File: src/hw/md_pair_pkg.sv
// Shared constants and types for the home-cell pair scheduler
// Every RTL block that handles positions, cell tags or the sweep state imports this
package md_pair_pkg;

	////////////////////////////////////////////////////////////////////////////
	// Coordinate widths
	////////////////////////////////////////////////////////////////////////////

	// Fixed-point offset of one coordinate inside its cell
	localparam int OFFSET_WIDTH = 29;

	// Cell coordinate id along one axis of the 3x3x3 neighbourhood
	localparam int CELL_ID_WIDTH = 3;

	// One coordinate word as it leaves the scheduler, id on top of the offset
	localparam int TAGGED_WIDTH = CELL_ID_WIDTH + OFFSET_WIDTH;

	// The home cell sits in the middle slot of every axis
	localparam logic [CELL_ID_WIDTH-1:0] HOME_CELL_ID = 3'd2;

	////////////////////////////////////////////////////////////////////////////
	// Position words
	////////////////////////////////////////////////////////////////////////////

	// Raw cache word, x sits in the low bits so the memory layout matches the
	// position RAMs of the force engine
	typedef struct packed
	{
		logic [OFFSET_WIDTH-1:0] z;
		logic [OFFSET_WIDTH-1:0] y;
		logic [OFFSET_WIDTH-1:0] x;
	} offset_pos_t;

	// One coordinate carrying the id of the cell it was read from
	typedef struct packed
	{
		logic [CELL_ID_WIDTH-1:0] cell_id;
		logic [OFFSET_WIDTH-1:0]  offset;
	} tagged_coord_t;

	// Full tagged position handed to the force filters
	typedef struct packed
	{
		tagged_coord_t z;
		tagged_coord_t y;
		tagged_coord_t x;
	} tagged_pos_t;

	////////////////////////////////////////////////////////////////////////////
	// Sweep sequencing
	////////////////////////////////////////////////////////////////////////////

	// Idle, the two half-shell phases, and one closing cycle for the last output
	typedef enum logic [1:0]
	{
		S_IDLE   = 2'd0,
		S_PHASE0 = 2'd1,
		S_PHASE1 = 2'd2,
		S_FINISH = 2'd3
	} sweep_state_t;

endpackage
File: src/hw/pos_data_distributor.sv
// Output stage that pairs each cache read with its delayed control
// Tags the home position with the home cell id and forms the per-filter mask
`timescale 1ns/1ns

module pos_data_distributor
#(
	parameter int NUM_FILTER        = 7,
	parameter int PARTICLE_ID_WIDTH = 7
)
(
	input  logic                         clk,
	input  logic                         arst_n,
	input  logic                         issue,
	input  logic                         phase,
	input  logic [NUM_FILTER-1:0]        ref_slot_valid,
	input  logic                         ref_read,
	input  logic [PARTICLE_ID_WIDTH-1:0] home_idx,
	input  logic [PARTICLE_ID_WIDTH-1:0] ref_idx,
	// Position read one cycle after issue
	input  md_pair_pkg::offset_pos_t     rd_pos,
	// Sampled live, in the output cycle itself
	input  logic [2*NUM_FILTER-1:0]      broadcast_done,
	output md_pair_pkg::tagged_pos_t     out_pos,
	output logic [NUM_FILTER-1:0]        pair_valid,
	output logic [PARTICLE_ID_WIDTH-1:0] out_home_idx,
	output logic [PARTICLE_ID_WIDTH-1:0] out_ref_idx,
	output logic                         out_phase
);

	import md_pair_pkg::*;

	logic                  issue_q;
	logic [NUM_FILTER-1:0] slot_valid_q;
	logic                  ref_read_q;

	// One stage of delay to sit beside the registered cache read
	always_ff @(posedge clk or negedge arst_n)
	begin
		if (!arst_n)
		begin
			issue_q      <= 1'b0;
			out_phase    <= 1'b0;
			slot_valid_q <= '0;
			ref_read_q   <= 1'b0;
			out_home_idx <= '0;
			out_ref_idx  <= '0;
		end
		else
		begin
			issue_q      <= issue;
			out_phase    <= phase;
			slot_valid_q <= ref_slot_valid;
			ref_read_q   <= ref_read;
			out_home_idx <= home_idx;
			out_ref_idx  <= ref_idx;
		end
	end

	// Every coordinate comes from the home cell, so all three get its id
	always_comb
	begin
		out_pos.x = '{cell_id: HOME_CELL_ID, offset: rd_pos.x};
		out_pos.y = '{cell_id: HOME_CELL_ID, offset: rd_pos.y};
		out_pos.z = '{cell_id: HOME_CELL_ID, offset: rd_pos.z};
	end

	// A cell that finished broadcasting has no reference left to pair with;
	// filter 0 in phase 0 holds a home particle and needs the half-pair rule
	always_comb
	begin
		for (int f = 0; f < NUM_FILTER; f++)
			pair_valid[f] = issue_q && slot_valid_q[f]
				&& !broadcast_done[out_phase ? NUM_FILTER + f : f];
		if (!out_phase)
			pair_valid[0] = pair_valid[0] && ref_read_q;
	end

	// The home filter pairs a particle only with a lower ref index, checked
	// against the delayed indices rather than the counter's compare
	a_home_pair_above_ref: assert property (
		@(posedge clk) disable iff (!arst_n)
		(pair_valid[0] && !out_phase) |-> (out_home_idx > out_ref_idx)
	)
	else $error("pos_data_distributor: home filter valid without home above ref");

endmodule

File: config.mk
export PLATFORM = sky130hd
export DESIGN_NAME = pos_data_distributor
export DESIGN_NICKNAME = d
export VERILOG_FILES = /design/src/hw/md_pair_pkg.sv /design/src/hw/pos_data_distributor.sv
export SDC_FILE = /design/constraint.sdc
export NUM_CORES = 1
export LEC_CHECK = 0
export ABC_CLOCK_PERIOD_IN_PS = 1900
export BUFFER_PORTS_ARGS = -buffer_cell sky130_fd_sc_hd__buf_2
export CORE_AREA = 2 2 95 97
export CTS_BUF_LIST = sky130_fd_sc_hd__clkbuf_16
export DETAILED_ROUTE_END_ITERATION = 6
export DIE_AREA = 0 0 97 99
export PLACE_DENSITY = 0.51
export SLEW_MARGIN = 20
export SYNTH_ARGS = -nofsm -noshare
export SYNTH_HDL_FRONTEND = slang
export SYNTH_SLANG_ARGS = --single-unit
File: constraint.sdc
create_clock -name clk -period 1.9 [get_ports clk]
set_input_delay 0.19 -clock clk [delete_from_list [all_inputs] [get_ports clk]]
set_output_delay 0.19 -clock clk [all_outputs]
set_load 0.02 [all_outputs]
### Word-level counts from Yosys, hierarchy flattened

Index checks and enable logic that the tools add are counted.

* $lt $le $gt $ge: 7
* mux-type cells: 29
* reduce and logical (&&, ||, !) cells: 22

Operators with widths (number)
* $lt A4 B5 Y1 const B: 6
* $bmux W1 S4: 7
* $mux W4: 6
* $logic_and A1 B1 Y1: 15
* $mux W1: 15
* $logic_not A1 Y1: 7
* $lt A3 B5 Y1 const B: 1
* $mux W3: 1

* register bits: 24
* word-level logic and storage cells: 64

### Longest topological paths before layout

* depth after elaboration: 8
* depth in mapped cells: 3
* mapped depth without buffers: 2

### Worst setup path after synthesis

Ideal clock, no wire load.

* path type: register -> output
* from: reg out_phase
* to: out pair_valid[0]
* arrival time: 1256 ps
* data required time: 1710 ps
* slack: 454 ps
* stages on the path, launching flop included: 4
* cells stage by stage: dfrtp_1 > buf_6 > or3b_1 > a21oi_2

* cells in the longest elaborated chain, start to end: 8

RTL lines
* start, declared: line pos_data_distributor.sv:27 `output logic out_phase`
* start signal, assigned: line pos_data_distributor.sv:51 `out_phase <= phase;`
* $mux W3: line pos_data_distributor.sv:73 `&& !broadcast_done[out_phase ? NUM_FILTER + f : f];`
* $bmux W1 S4: line pos_data_distributor.sv:73
* $mux W1 (2 in series): line pos_data_distributor.sv:73
* $logic_not A1 Y1: line pos_data_distributor.sv:73
* $logic_and A1 B1 Y1: line pos_data_distributor.sv:73
* $logic_and A1 B1 Y1: line pos_data_distributor.sv:75 `pair_valid[0] = pair_valid[0] && ref_read_q;`
* $mux W1 (*): line pos_data_distributor.sv:74 `if (!out_phase)`
* end, declared: line pos_data_distributor.sv:24 `output logic [NUM_FILTER-1:0] pair_valid,`

Every way passes the cells marked *; elsewhere a longest branch is shown, timed or not. The select of a mux whose other input is x is not followed.

### Worst setup path in the final report

Same ends and word-level chain as after synthesis.

==> results.py <==
metrics = {
    "status": {
        "outcome": "finished clean",
    },
    "critical_path": {
        "cp-end-kind": "output pin",
        "critical_path_arrival_ns": 1.52,
        "worst-endpoint-required_ns": 1.71,
        "path_cells": "or3b_1 -> a21oi_2 -> buf_2",
        "startpoint": "out_phase$_DFF_PN0_",
        "crit_slowest_cell": "dfrtp_1",
        "max_stage_delay_ns": 0.53,
        "critPathKind": "flop to output pin",
        "start_kind": "flop",
        "crit_fanout": 9,
    },
    "route": {
        "first_pass_iters": 2,
        "routedWlPerCell_um": 17.9,
        "drt_iter0_drc": 2,
        "viasPerCell": 3.33,
        "drtAntennaViolNets": 0,
        "wl_um": 3970,
        "via_count": 740,
        "route.detailed.drc": 0,
    },
    "global_route": {
        "grt_pass1_wl_um": 5410,
        "grt_max_degree": 25,
        "grt_pass1_vias": 841,
        "grt-ovfl-total": 0,
        "antenna_found_initial": 0,
        "grt_usage_pct": 7.68,
    },
    "synthesis": {
        "synth_seq_area_share_pct": 41.0,
        "synth.avg_cell_area_um2": 10.5,
        "netlist_area_mm2": 0.00147,
        "synth_warnings": 0,
        "synth_cells": 139,
        "synth_seq_cells": 24,
        "synthDistinctLibCells": 10,
    },
    "sta": {
        "slew_violations": 0,
        "tightest_slew_ns": 0.509,
        "layout_min_cycle_time_ns": 1.71,
        "grt_setup_unrepaired": "no",
        "maxSlewHeadroom_pct": 66.0,
        "fmax_mhz": 585,
        "setup_viol_count_final": 0,
        "hold_viol": 0,
        "timing.final.crit_share_pct": 89.9,
        "fin_ws_ns": 0.191,
        "final.setup.tns_ns": 0,
    },
    "die": {
        "rows": 34,
        "io-pin-count": 245,
        "die_h_um": 99,
        "die_area_mm2": 0.00960,
        "start_util_pct": 17.1,
        "core_area_mm2": 0.00855,
        "die_width_um": 97,
    },
    "place": {
        "place_ws_ns": 0.428,
        "port_buffers": 61,
        "dpl_cell_area_mm2": 0.00120,
        "dpl.cell_count": 218,
        "routabilityCongestion": 0.671,
        "dp_hpwl_um": 3590,
    },
    "final_layout": {
        "areaGrowthSynthToFinish_pct": -12.3,
        "stdcell_count": 222,
        "final.fill_count": 965,
        "final_nets": 243,
        "drive_gt1_share_pct": 57.0,
        "antennaDiodeCount": 0,
        "final_area_mm2": 0.00129,
    },
    "cts": {
        "h-tree-depth": 1,
        "cts_max_path_buffers": 2,
        "clk_pin_slew_ns": 0.06,
        "cts_num_sinks": 24,
        "cts_root_buf": "clkbuf_16",
        "postCtsSetupBuffers": 0,
        "cts_tree": "built",
        "cts-buffers-inserted": 3,
    },
    "power": {
        "irDropWorstVdd_mv": 0.601,
        "power_density_mw_per_mm2": 871,
        "power.leakage_nw": 0.677,
    },
    "min_path": {
        "hold_path_class": "input port to flop",
        "min_from": "ref_slot_valid[0]",
        "whs_path_depth": 1,
    },
    "run": {
        "maxCapViolCount": 0,
    },
}
per-stage QoR:
stage	utilization, %	hold WS [ns]	power (mW)
after detailed placement	14.0	0.190	0.694
final	15.0	0.0389	1.12
after global placement	14.0	0.189	0.693
after global routing	15.0	0.0322	1.16
after floorplan	-	-0.106	0.900
after CTS	15.0	0.0333	1.14
synthesized netlist by cell type, drive strengths merged:
cell   instances  area (µm²)
or2b           1        7.51
mux2i          6        60.1
buf           97         732
dfrtp         24         601
conb           2        7.51
and3           6        37.5
or3b           1        8.76
a21oi          1        8.76
nand2          1        3.75
critical path, delay by kind of cell (launching register included):
| kind | cells | cell delay (ns) |
|---|---|---|
| compound gates | 1 | 0.13 |
| buf+inv | 1 | 0.17 |
| flops | 1 | 0.53 |
| simple gates | 1 | 0.44 |
kinds of logic after synthesis:
family | Yosys count | share of synthesized area, %
and+or+nand+nor | 9 | 3.93
other | 2 | 0.512
DFF | 24 | 41.0
buffers and inverters | 97 | 49.9
AOI/OAI and AO/OA | 1 | 0.597
muxes | 6 | 4.10
cell usage in the layout, fill, tap and decap left out:
cell and instances:
mux2i_1 6, or3b_1 1, conb_1 9, dfrtp_1 24, clkbuf_16 3, and3_1 6, a21oi_2 1, buf_2 61
nand2_1 1, dlygate4sd3_1 1, or2b_1 1
timing repair:
action                                 4_1_cts  5_1_grt
endpoints found under the hold margin       24        0
gates resized for setup                      0        0
hold buffers                                 1        0
setup endpoints to repair                    0        0
sequential cells by signal, indices dropped and copies added (netlist names):
name / cells
ref_read_q: 1
out_ref_idx: 7
out_phase: 1
issue_q: 1
slot_valid_q: 7
out_home_idx: 7
final cells by class:
cell class / count / area [µm²] / area share [%]
flip-flops and latches: 24 / 601 / 46.7
well taps: 108 / 135 / 10.5
multi-input cells: 25 / 160 / 12.5
repair buffers: 62 / 315 / 24.5
clock buffers: 3 / 75.1 / 5.84
report_power, final:
part	switching, mW	internal, mW
registers	0.0117	0.537
logic	0.0802	0.0550
clock network	0.159	0.278
total	0.251	0.870
path summary, 6_finish.rpt:
path                                              to  slack [ns]
min in group asynchronous  out_home_idx[4]$_DFF_PN0_        0.44
max in group asynchronous  slot_valid_q[1]$_DFF_PN0_        1.12
hold / removal             slot_valid_q[0]$_DFF_PN0_        0.04
setup / recovery                       pair_valid[0]        0.19
layer usage:
metal	vias up	track usage (%)	routed length, µm
met5	-	1.54	0
met4	0	4.88	189
met3	23	9.72	1240
met2	147	12.7	1810
met1	295	3.96	728
li1	275	-	-
Power figures use the tool's default switching activity.
