`src/hw/md_pair_pkg.sv`:
```
// Shared constants and types for the home-cell pair scheduler
// Every RTL block that handles positions, cell tags or the sweep state imports this
package md_pair_pkg;

	////////////////////////////////////////////////////////////////////////////
	// Coordinate widths
	////////////////////////////////////////////////////////////////////////////

	// Fixed-point offset of one coordinate inside its cell
	localparam int OFFSET_WIDTH = 29;

	// Cell coordinate id along one axis of the 3x3x3 neighbourhood
	localparam int CELL_ID_WIDTH = 3;

	// One coordinate word as it leaves the scheduler, id on top of the offset
	localparam int TAGGED_WIDTH = CELL_ID_WIDTH + OFFSET_WIDTH;

	// The home cell sits in the middle slot of every axis
	localparam logic [CELL_ID_WIDTH-1:0] HOME_CELL_ID = 3'd2;

	////////////////////////////////////////////////////////////////////////////
	// Position words
	////////////////////////////////////////////////////////////////////////////

	// Raw cache word, x sits in the low bits so the memory layout matches the
	// position RAMs of the force engine
	typedef struct packed
	{
		logic [OFFSET_WIDTH-1:0] z;
		logic [OFFSET_WIDTH-1:0] y;
		logic [OFFSET_WIDTH-1:0] x;
	} offset_pos_t;

	// One coordinate carrying the id of the cell it was read from
	typedef struct packed
	{
		logic [CELL_ID_WIDTH-1:0] cell_id;
		logic [OFFSET_WIDTH-1:0]  offset;
	} tagged_coord_t;

	// Full tagged position handed to the force filters
	typedef struct packed
	{
		tagged_coord_t z;
		tagged_coord_t y;
		tagged_coord_t x;
	} tagged_pos_t;

	////////////////////////////////////////////////////////////////////////////
	// Sweep sequencing
	////////////////////////////////////////////////////////////////////////////

	// Idle, the two half-shell phases, and one closing cycle for the last output
	typedef enum logic [1:0]
	{
		S_IDLE   = 2'd0,
		S_PHASE0 = 2'd1,
		S_PHASE1 = 2'd2,
		S_FINISH = 2'd3
	} sweep_state_t;

endpackage
```
`src/hw/sweep_counter.sv`:
```
// Nested home and reference indices for the pair sweep
// Also derives the per-phase reference limit and the per-filter slot validity
`timescale 1ns/1ns

module sweep_counter
#(
	parameter int NUM_FILTER        = 7,
	parameter int PARTICLE_ID_WIDTH = 7
)
(
	input  logic                                         clk,
	input  logic                                         arst_n,
	input  md_pair_pkg::sweep_state_t                    state,
	input  logic                                         pause,
	// Particle count of the home cell, never zero when a sweep starts
	input  logic [PARTICLE_ID_WIDTH:0]                   home_count,
	// Particle count of every cell, home cell first
	input  logic [2*NUM_FILTER-1:0][PARTICLE_ID_WIDTH:0] ref_count,
	output logic [PARTICLE_ID_WIDTH-1:0]                 home_idx,
	output logic [PARTICLE_ID_WIDTH-1:0]                 ref_idx,
	output logic                                         phase_last,
	output logic [NUM_FILTER-1:0]                        ref_slot_valid,
	output logic                                         ref_read,
	output logic                                         issue
);

	import md_pair_pkg::*;

	logic                       phase;
	logic                       active;
	logic [PARTICLE_ID_WIDTH:0] ref_limit;
	logic                       home_last;
	logic                       ref_last;

	////////////////////////////////////////////////////////////////////////////
	// Phase decode and limits
	////////////////////////////////////////////////////////////////////////////

	// Phase 1 serves the upper half of the cell list
	assign phase  = (state == S_PHASE1);
	assign active = (state == S_PHASE0) || (state == S_PHASE1);

	// A paused cycle presents nothing and the indices hold
	assign issue = active && !pause;

	// The reference loop runs as long as the fullest cell of this phase, and
	// at least once so an all-empty phase still closes cleanly
	always_comb
	begin
		ref_limit = '0;
		for (int f = 0; f < NUM_FILTER; f++)
		begin
			if (ref_count[phase ? NUM_FILTER + f : f] > ref_limit)
				ref_limit = ref_count[phase ? NUM_FILTER + f : f];
		end
		if (ref_limit == '0)
			ref_limit = 1;
	end

	assign home_last  = ({1'b0, home_idx} == home_count - 1'b1);
	assign ref_last   = ({1'b0, ref_idx} == ref_limit - 1'b1);
	assign phase_last = issue && home_last && ref_last;

	// A filter only has a particle when its cell still holds one at ref_idx
	always_comb
	begin
		for (int f = 0; f < NUM_FILTER; f++)
			ref_slot_valid[f] = ({1'b0, ref_idx} < ref_count[phase ? NUM_FILTER + f : f]);
	end

	// Home-home pairs are kept only for home above ref, which drops the self
	// pair and the mirrored duplicate in one compare
	assign ref_read = (home_idx > ref_idx);

	////////////////////////////////////////////////////////////////////////////
	// Index registers
	////////////////////////////////////////////////////////////////////////////

	// Home runs fastest; both indices clear at the end of a phase, so the
	// next phase starts from the first combination
	always_ff @(posedge clk or negedge arst_n)
	begin
		if (!arst_n)
		begin
			home_idx <= '0;
			ref_idx  <= '0;
		end
		else if (!active || phase_last)
		begin
			home_idx <= '0;
			ref_idx  <= '0;
		end
		else if (issue)
		begin
			if (home_last)
			begin
				home_idx <= '0;
				ref_idx  <= ref_idx + 1'b1;
			end
			else
				home_idx <= home_idx + 1'b1;
		end
	end

	// An empty home cell would never reach home_last and the sweep would hang
	a_home_count_nonzero: assert property (
		@(posedge clk) disable iff (!arst_n)
		(state == S_IDLE) ##1 (state == S_PHASE0) |-> (home_count != '0)
	)
	else $error("sweep_counter: sweep started with home_count of zero");

	// home_count may only change while idle; otherwise the index runs past it
	a_home_idx_in_range: assert property (
		@(posedge clk) disable iff (!arst_n)
		issue |-> ({1'b0, home_idx} < home_count)
	)
	else $error("sweep_counter: home_idx reached home_count");

endmodule

```
`config.mk`:
```
export PLATFORM = sky130hd
export DESIGN_NAME = sweep_counter
export DESIGN_NICKNAME = d
export VERILOG_FILES = /design/src/hw/md_pair_pkg.sv /design/src/hw/sweep_counter.sv
export SDC_FILE = /design/constraint.sdc
export NUM_CORES = 1
export LEC_CHECK = 0
export BUFFER_PORTS_ARGS = -buffer_cell sky130_fd_sc_hd__buf_4
export CAP_MARGIN = 20
export CORE_ASPECT_RATIO = 0.6
export CORE_MARGIN = 5
export CORE_UTILIZATION = 42
export CTS_BUF_LIST = sky130_fd_sc_hd__clkbuf_16
export DETAILED_ROUTE_END_ITERATION = 10
export HOLD_SLACK_MARGIN = 0.02
export PLACE_DENSITY = 0.77
export SYNTH_ARGS = -nofsm -noshare
export SYNTH_HDL_FRONTEND = slang
export SYNTH_SLANG_ARGS = --single-unit
```
`constraint.sdc`:
```
create_clock -name clk -period 26.7 [get_ports clk]
set_input_delay 1.335 -clock clk [delete_from_list [all_inputs] [get_ports clk]]
set_output_delay 1.335 -clock clk [all_outputs]
set_load 0.01 [all_outputs]
```
Word-level counts from Yosys, hierarchy flattened. Index checks and enable logic that the tools add are counted.

Register bits after elaboration: 14. Input bits: 125. Output and inout port bits: 24. Logic and storage cells: 85.

$add $sub $neg: 4. Magnitude comparators: 22. Eq/ne operators: 4. Mux-type cells: 42. Reductions and logical operators: 11.

Operator list (count): $bmux W8 S4 (7); $mux W8 (22); $lt A7 B8 Y1 (7); $gt A8 B8 Y1 (6); $mux W7 (6); $lt A4 B5 Y1 const B (6); $mux W4 (6); $eq A7 B8 Y1 (2); $sub A8 B1 Y8 const B (2); $add A7 B1 Y7 const B (2); $gt A8 B1 Y1 const B (1); $logic_not A8 Y1 (1); $gt A7 B7 Y1 (1); $lt A3 B5 Y1 const B (1); $reduce_bool A2 Y1 (2); $logic_and A1 B1 Y1 (3); $mux W3 (1); $eq A2 B1 Y1 const B (1); $eq A2 B2 Y1 const B (1); $logic_not A1 Y1 (2); $logic_or A1 B1 Y1 (2); $reduce_and A2 Y1 (1).

Depth between registers and ports, before layout. Gate-level depths: netlist of the first run.

Word-level depth: 27. Depth in mapped cells: 82. Mapped depth without buffers: 73.

Worst setup path before layout of the first run. OpenSTA, ideal clock, no wires.

Path type: input -> output. From: input port state[0]. To: output port phase_last. Data arrival time: 16.797 ns. Required time: 25.365 ns. Slack: 8.568 ns. Stages on the path: 75. Path buffers: 13. Cells stage by stage: inv_1 -> ha_1 -> buf_4 -> buf_1 -> clkbuf_1 -> clkbuf_1 -> clkbuf_1 -> buf_1 -> mux2i_1 -> ha_1 -> nor2b_1 -> o211ai_1 -> a21oi_1 -> o21ai_1 -> clkbuf_1 -> o21ai_0 -> ha_1 -> nand2_1 -> (+39 left out) -> o21ai_0 -> ha_1 -> o21ai_0 -> nand2b_1 -> a21oi_1 -> o21ai_0 -> o21a_1 -> buf_1 -> mux2_2 -> and3_1 -> a41oi_1 -> ha_1 -> inv_1 -> a311oi_1 -> nand4_1 -> xnor2_1 -> a2111o_1 -> a2111oi_4.

Word-level cells in the longest chain between the ends: 24. Elaborated cells between the ends (all ways): 52. Those cells by class: 1 x add/sub; 7 x order compare; 3 x eq/ne; 36 x mux; 5 x reduce/logical.

RTL lines: start: declaration (RTL line sweep_counter.sv:13) `input md_pair_pkg::sweep_state_t state,`; $eq A2 B2 Y1 (RTL line sweep_counter.sv:40, sweep_counter.sv:41); $mux W3 (RTL line sweep_counter.sv:53, sweep_counter.sv:54); $bmux W8 S4 (RTL line sweep_counter.sv:53, sweep_counter.sv:54); $mux W8 (2 in a row) (RTL line sweep_counter.sv:53, sweep_counter.sv:54); $gt A8 B1 Y1 (RTL line sweep_counter.sv:53) `if (ref_count[phase ? NUM_FILTER + f : f] > ref_limit)`; $mux W8 (RTL line sweep_counter.sv:53); $gt A8 B8 Y1 (RTL line sweep_counter.sv:53); $mux W8 (RTL line sweep_counter.sv:53); (+7 left out); $mux W8 (RTL line sweep_counter.sv:53); $gt A8 B8 Y1 (RTL line sweep_counter.sv:53); $mux W8 (RTL line sweep_counter.sv:53); $logic_not A8 Y1 (RTL line sweep_counter.sv:56) `if (ref_limit == '0)`; $mux W8 (RTL line sweep_counter.sv:56); $sub A8 B1 Y8 (RTL line sweep_counter.sv:61) `assign ref_last = ({1'b0, ref_idx} == ref_limit - 1'b1);`; $eq A7 B8 Y1 (RTL line sweep_counter.sv:61); $logic_and A1 B1 Y1 * (RTL line sweep_counter.sv:62) `assign phase_last = issue && home_last && ref_last;`; end: declaration (RTL line sweep_counter.sv:21) `output logic phase_last,`.

Mark *: on every way between the ends. The rest lies on a longest branch, timed or not. The select of a mux whose other input is x is not followed.

Worst setup path after layout of the first run. Ends and elaborated chain as after synthesis.

==> results.cfg, run 1 <==
[clocking]
htreeDepth = 1
post-cts-setup-buffer-count = 0
cts-root-buf = clkbuf_16
cts_resized = 0
numClockSinks = 14
clkTransAtPathRegs_ns = 0.05
cts_buffers = 3
clk_latency_ns = 0.25
cts_buffer_depth = 2
postCtsHoldBufs = 0
cts_tree = yes

[critical_path]
reg2reg_from = home_idx[5]$_DFFE_PN0P_
critical_path_required_ns = 25.36
reg2reg_to = ref_idx[5]$_DFFE_PN0P_
slowest_delay_ns = 0.76
reg2reg_setup_slack_ns = 23.84
r2r_cells = 7
critPathMostFrequentCell = ha_1
cp-start-kind = input pin
cp_max_fo = 28
crit_arrival_ns = 17.38
slowest_stage = o21ai_1
cp-end-kind = output pin
critPathKind = input pin to output pin

[pwr]
powerDensity_mw_per_mm2 = 114.1
irDropWorstVdd_uv = 98.95
leakage_nw = 3.263

[synthesis]
synthTopCellsByArea = ha_1 (23%), mux2i_1 (9.9%), dfrtp_1 (6.6%)
syn_inst = 697
ys_async_sr_fraction_pct = 100.0
yosysWarnings = 0
synth.most_common_cell = ha_1
ys_ff_latch = 14
synth_edf_count = 0
yosysSeqAreaShare_pct = 6.638
syn_nets = 917
synthDistinctLibCells = 76
yosys.area.top_type = ha_1
synth_top_area_share_pct = 22.52
synthTopCellsByCount = ha_1 (95), inv_1 (59), nand2_1 (56)
synth.cell_area_mm2 = 0.005278
avgSynthCellArea_um2 = 7.572
synth-main-ff-cell = dfrtp_1

[floorplan]
rows = 31
die_area_mm2 = 0.01498
die_h_um = 96.83
io-pin-count = 149
die_x_um = 154.7
initial_core_util_pct = 43.33
core_area_mm2 = 0.01218

[drt]
drcViolationCount = 0
via_count = 5712
viasPerCell = 5.741
drtAntennaViolNets = 0
wl_met3_um = 1203
top_layer = met4
wl_met1_um = 8604
wl_met2_um = 6942
drt-total-wl_um = 16940
drtIter0Drc = 443
first_pass_iters = 5
wl_per_cell_um = 17.02

[finish]
syn2layout_area_growth_pct = 25.37
insertedDiodeCount = 0
regArea_um2 = 350.3
fillers = 1178
stdcell_area_mm2 = 0.006616
multiInputGateArea_mm2 = 0.004629
nNetsFinal = 1051
final_cells = 995
drive_above_1_share_pct = 24.46

[sta]
tightest_slew_ns = 0.9692
fin_crit_ns = 18.72
finClkSkew_ns = 0.002728
rsz0062_at_grt = false
setup_viol = 0
finalHoldViolCount = 0
hold_slack_ns = 0.6591
maxSlewViolCount = 0
fin_setup_tns_ns = 0
post-route-period-util_pct = 70.10
fmax_mhz = 53.43
slew_headroom_pct = 34.95

[global_routing]
grt_max_degree = 38
antenna_found_initial = 0
grt_overflow = 0
grtUsageTotal_pct = 21.73
grt_pass1_wl_um = 27700
first_global_vias = 5408

[placed_design]
hpwl_um = 14070
place_congestion = 0.9506
place_area_mm2 = 0.006538
portBuffers = 148
dp_cells = 991

[min_path]
hold-path-cell-count = 2
hold_end = home_idx[6]$_DFFE_PN0P_
hold_class = flop to flop
hold_start = home_idx[6]$_DFFE_PN0P_

[job]
max_cap_violations = 0

[run_status]
status = completed
==> per-stage QoR <==
| step | util, % | total power, mW | setup slack [ns] |
|---|---|---|---|
| after floorplan | - | 0.5704 | 8.568 |
| after detailed placement | 53.68 | 0.7071 | 8.383 |
| after CTS | 54.33 | 0.7390 | 8.344 |
| after global routing | 54.33 | 0.8279 | 6.654 |
| final | 54.33 | 0.7548 | 7.984 |
| after global placement | 53.68 | 0.6955 | 8.973 |
==> cell type report <==
cell class	count	area share [%]
multi-input combinational	602	69.97
timing repair buffer	150	17.02
sequential	14	5.295
inverter	60	3.404
tap	165	3.120
clock buffer	3	1.135
clock inverter	1	0.05673
==> flip-flops by register name (all words and copies together) (netlist names) <==
signal / flops
ref_idx: 7
home_idx: 7
==> cell families after synthesis <==
group / share of synthesized area, %
adder cells (fa/ha/maj): 22.52
XOR/XNOR: 3.651
AND/OR/NAND/NOR: 20.58
buffers and inverters: 5.879
AO/OA/AOI/OAI: 24.97
flip-flops: 6.638
multiplexers: 15.77
==> routing by layer <==
metal  vias up  track usage, %
met4         0           3.392
met5         -               0
met2       218           32.64
met1      2637           33.47
li1       2837               -
met3        20           2.498
==> cell usage in the layout, fill, tap and decap left out, types with 15 or more instances in the layout <==
cell type	n
mux2_2	25
buf_4	150
ha_1	94
nand2_1	56
a21oi_1	52
nand2b_1	15
mux2i_1	52
nor2b_1	19
nor2_1	37
xnor2_1	18
nor3_1	16
o21ai_0	54
inv_1	59
==> critical path, delay by kind of cell <==
family                     cells  cell delay, ns
AOI/OAI and AO/OA             26            7.36
xor gates and xnor gates       1            0.19
adders and majority gates      8            2.68
buffers and inverters          7            0.83
muxes                          3            1.22
and+or+nand+nor               19            3.75
==> power breakdown <==
part / internal [mW] / switching (mW)
Clock: 0.0198 / 0.00890
Sequential: 0.0216 / 0.000748
Combinational: 0.282 / 0.421
Total: 0.324 / 0.431
==> worst max-delay path by stage <==
stage | start | endpoint | slack (ns) | depth (start not counted)
after floorplan | state[0] | phase_last | 8.57 | 75
after global placement | state[0] | phase_last | 8.97 | 64
after detailed placement | state[0] | phase_last | 8.38 | 64
after CTS | state[0] | phase_last | 8.34 | 64
after global routing | state[0] | phase_last | 6.65 | 64
final | state[0] | phase_last | 7.98 | 64
(Power assumes the default switching activity.)
==> inputs of run 2 (changes only) <==
- clock period: 26.7 -> 19.1 ns (I/O delays scaled with it)
==> results.cfg, run 2 (synthesis gave the netlist of run 1 again) <==
[placed_design]
dp_cells = 990
place_congestion = 0.9237
portBuffers = 148
hpwl_um = 14090

[sta]
post-route-period-util_pct = 92.50
fmax_mhz = 56.60
tightest_slew_ns = 0.8127
fin_crit_ns = 17.67
finClkSkew_ns = 0.001345
slew_headroom_pct = 45.82
maxSlewViolCount = 0
finalHoldViolCount = 0
fin_setup_tns_ns = 0
rsz0062_at_grt = false
setup_viol = 0

[finish]
final_cells = 994
insertedDiodeCount = 0
final_common_cell = buf_4
nNetsFinal = 1050
layout_common_cells = buf_4 (149), ha_1 (94), inv_1 (59), nand2_1 (56), o21ai_0 (54)
fillers = 1144
reg.largest.list = home_idx (7), ref_idx (7)
drive_above_1_share_pct = 24.73
syn2layout_area_growth_pct = 25.46

[critical_path]
critPathLaunch = state[0]
crit_arrival_ns = 16.71
critical_path_required_ns = 18.15
cp-end-kind = output pin
critPathKind = input pin to output pin
critPathMostFrequentCell = ha_1
reg2reg_from = home_idx[5]$_DFFE_PN0P_
cp-start-kind = input pin
cp_max_fo = 39
slowest_stage = nor3_2
slowest_delay_ns = 0.60

[global_routing]
grtUsageTotal_pct = 21.25
grt_max_degree = 40
grt_overflow = 0
grt_pass1_wl_um = 27010
antenna_found_initial = 0
first_global_vias = 5197

[floorplan]
io-pin-count = 149
die_area_mm2 = 0.01498
core_area_mm2 = 0.01218
rows = 31
die_h_um = 96.83
initial_core_util_pct = 43.33
die_x_um = 154.7

[drt]
drcViolationCount = 0
viasPerCell = 5.709
drtAntennaViolNets = 0
via_count = 5675
wl_per_cell_um = 17.08
first_pass_iters = 6
drtIter0Drc = 463
drt-total-wl_um = 16970

[job]
max_cap_violations = 0

[run_status]
status = completed

[min_path]
hold_class = input pin to asynchronous set/reset pin

[pwr]
leakage_nw = 3.262
powerDensity_mw_per_mm2 = 157.7
fin_total_pwr_mw = 1.044
irDropWorstVdd_uv = 183.7

[clocking]
htreeDepth = 1
clk_latency_ns = 0.24
post-cts-setup-buffer-count = 0
cts_tree = yes
cts_buffers = 3
cts_buffer_depth = 2
numClockSinks = 14
clkTransAtPathRegs_ns = 0.05
cts-root-buf = clkbuf_16
[run 2: cell types whose count changed in the layout (fill, tap and decap cells not counted), sizes merged]
cell  change
buf       -1
[run 2: final timing paths]
check	endpoint	slack, ns	depth (start not counted)
min in group clk	home_idx[2]$_DFFE_PN0P_	0.68	2
worst max register to register	ref_idx[3]$_DFFE_PN0P_	16.23	7
worst min register to register	home_idx[2]$_DFFE_PN0P_	0.68	2
max in group asynchronous	ref_idx[3]$_DFFE_PN0P_	18.37	1
worst min-delay path	home_idx[2]$_DFFE_PN0P_	0.56	1
worst max-delay path	phase_last	1.43	63
[run 2: worst max-delay path, delay by kind of cell]
kind,cells,cell delay (ns)
XOR/XNOR,1,0.17
adder cells (fa/ha/maj),8,2.79
AO/OA/AOI/OAI,27,7.00
AND/OR/NAND/NOR,17,3.47
buffers and inverters,6,0.62
multiplexers,4,1.67
[run 2: per-layer routing]
metal | vias to the layer above | routed length (um) | share of wire, % | global-route usage [%]
met5 | - | 0 | 0 | 0
met4 | 0 | 106 | 0.62 | 2.103
met3 | 12 | 1311 | 7.7 | 1.873
met2 | 251 | 6897 | 41 | 31.07
met1 | 2572 | 8658 | 51 | 34.22
li1 | 2840 | - | - | -
[run 2: layout make-up]
cell class | instances | area, um^2 | area share [%]
Clock buffer | 3 | 75.07 | 1.134
Clock inverter | 1 | 3.754 | 0.05669
Inverter | 60 | 225.2 | 3.401
Multi-Input combinational cell | 602 | 4642 | 70.11
Sequential cell | 14 | 350.3 | 5.291
Tap cell | 165 | 206.4 | 3.118
Timing Repair Buffer | 149 | 1119 | 16.89
[run 2: timing repair]
action,4_1_cts,5_1_grt
setup endpoints to repair,0,1
gates resized for setup,0,3
hold buffers,0,0
[run 2: power breakdown]
group	switching [mW]	total [mW]	internal, mW
Combinational	0.578	0.973	0.395
Clock	0.0120	0.0397	0.0277
Sequential	0.00103	0.0312	0.0302
[run 2: stage by stage]
step	cell area, um^2	hold WS [ns]	utilization [%]	setup slack (ns)
global route	6621	0.5662	54.37	0.09912
CTS	6609	0.5623	54.26	0.7639
global placement	6530	0.6327	53.62	1.337
detailed placement	6530	0.6461	53.62	0.8520
finish	6621	0.5550	54.37	1.432
floorplan	5278	0.6214	-	1.728
==> inputs of run 3 (changes only) <==
- PLACE_DENSITY: 0.77 -> 0.67
==> results.cfg, run 3 (synthesis gave the netlist of run 1 again) <==
[sta]
setup_viol = 0
finClkSkew_ns = 0.004172
post-route-period-util_pct = 92.50
fin_setup_tns_ns = 0
slew_headroom_pct = 46.71
fin_crit_ns = 17.67
rsz0062_at_grt = false
tightest_slew_ns = 0.7993
fmax_mhz = 56.60
finalHoldViolCount = 0
maxSlewViolCount = 0

[clocking]
clk_latency_ns = 0.24
clkTransAtPathRegs_ns = 0.05
htreeDepth = 1
cts_buffers = 3
cts_buffer_depth = 2
cts_tree = yes
numClockSinks = 14
cts_resized = 0
post-cts-setup-buffer-count = 0
cts-root-buf = clkbuf_16
postCtsHoldBufs = 0

[job]
max_cap_violations = 0

[pwr]
fin_total_pwr_mw = 1.058
leakage_nw = 3.265
powerDensity_mw_per_mm2 = 159.8
irDropWorstVdd_uv = 161.2

[drt]
wl_met1_um = 8356
viasPerCell = 5.828
drcViolationCount = 0
wl_met2_um = 7766
via_count = 5799
top_layer = met4
wl_met3_um = 1184
first_pass_iters = 5
drtAntennaViolNets = 0
drtIter0Drc = 453
wl_per_cell_um = 17.54
drt-total-wl_um = 17450

[critical_path]
cp-end-kind = output pin
critPathKind = input pin to output pin
slowest_stage = and2_1
cp-start-kind = input pin
slowest_delay_ns = 0.59
crit_arrival_ns = 16.71
critPathMostFrequentCell = ha_1
cp_max_fo = 41
critical_path_required_ns = 18.15

[finish]
insertedDiodeCount = 0
nNetsFinal = 1051
stdcell_area_mm2 = 0.006621
final_cells = 995
syn2layout_area_growth_pct = 25.46
final_common_cell = buf_4
drive_above_1_share_pct = 24.70
multiInputGateArea_mm2 = 0.004637
reg.largest.list = home_idx (7), ref_idx (7)
layout_common_cells = buf_4 (149), ha_1 (94), inv_1 (59), nand2_1 (56), o21ai_0 (54)
regArea_um2 = 350.3
fillers = 1143

[global_routing]
grt_overflow = 0
antenna_found_initial = 0
grt_pass1_wl_um = 27900
first_global_vias = 5622
grtUsageTotal_pct = 21.87
grt_max_degree = 42

[placed_design]
place_area_mm2 = 0.006530
place_congestion = 0.8973
dp_cells = 990
hpwl_um = 14510
portBuffers = 148

[floorplan]
io-pin-count = 149
initial_core_util_pct = 43.33
die_area_mm2 = 0.01498
die_x_um = 154.7
rows = 31
die_h_um = 96.83
core_area_mm2 = 0.01218

[min_path]
hold_class = input pin to asynchronous set/reset pin

[run_status]
status = completed
## run 3: through the flow
stage | utilization (%) | worst slack [ns] | hold WS, ns
6_report | 54.37 | 1.433 | 0.5592
5_1_grt | 54.37 | 0.1051 | 0.5706
4_1_cts | 54.26 | 0.7485 | 0.5618
3_5_place_dp | 53.62 | 0.7625 | 0.6397
3_3_place_gp | 53.62 | 1.422 | 0.6093
2_1_floorplan | - | 1.728 | 0.6214
## run 3: worst max-delay path: cells and delay by family
| kind | cells | cell delay (ns) |
|---|---|---|
| AOI/OAI and AO/OA | 26 | 6.94 |
| xor gates and xnor gates | 1 | 0.16 |
| adders and majority gates | 8 | 2.71 |
| buffers and inverters | 7 | 0.91 |
| muxes | 4 | 1.58 |
| and+or+nand+nor | 18 | 3.39 |
## run 3: cell type report
cell class	instances	share of cell area [%]
Sequential cell	14	5.291
Multi-Input combinational cell	602	70.03
Clock inverter	1	0.05669
Clock buffer	3	1.134
Timing Repair Buffer	150	16.97
Inverter	60	3.401
Tap cell	165	3.118
## run 3: layer usage
layer	vias up	GRT usage (%)
li1	2837	-
met1	2715	31.22
met2	227	36.06
met5	-	0
met4	0	3.256
met3	20	2.453
## run 3: power by group
part / switching, mW / leakage, nW / internal (mW)
clock network: 0.0110 / 0.0385 / 0.0276
logic: 0.593 / 3.03 / 0.395
registers: 0.00104 / 0.194 / 0.0302
total: 0.605 / 3.27 / 0.453
## run 3: path summary, 6_finish.rpt
path	cells past startpoint	slack, ns	end	from
max	64	1.43	phase_last	state[0]
min	1	0.56	home_idx[5]$_DFFE_PN0P_	arst_n
max reg2reg	7	16.23	ref_idx[0]$_DFFE_PN0P_	home_idx[5]$_DFFE_PN0P_
min reg2reg	2	0.64	home_idx[6]$_DFFE_PN0P_	home_idx[6]$_DFFE_PN0P_
max in group asynchronous	1	18.37	ref_idx[3]$_DFFE_PN0P_	arst_n
min in group clk	2	0.64	home_idx[6]$_DFFE_PN0P_	home_idx[6]$_DFFE_PN0P_
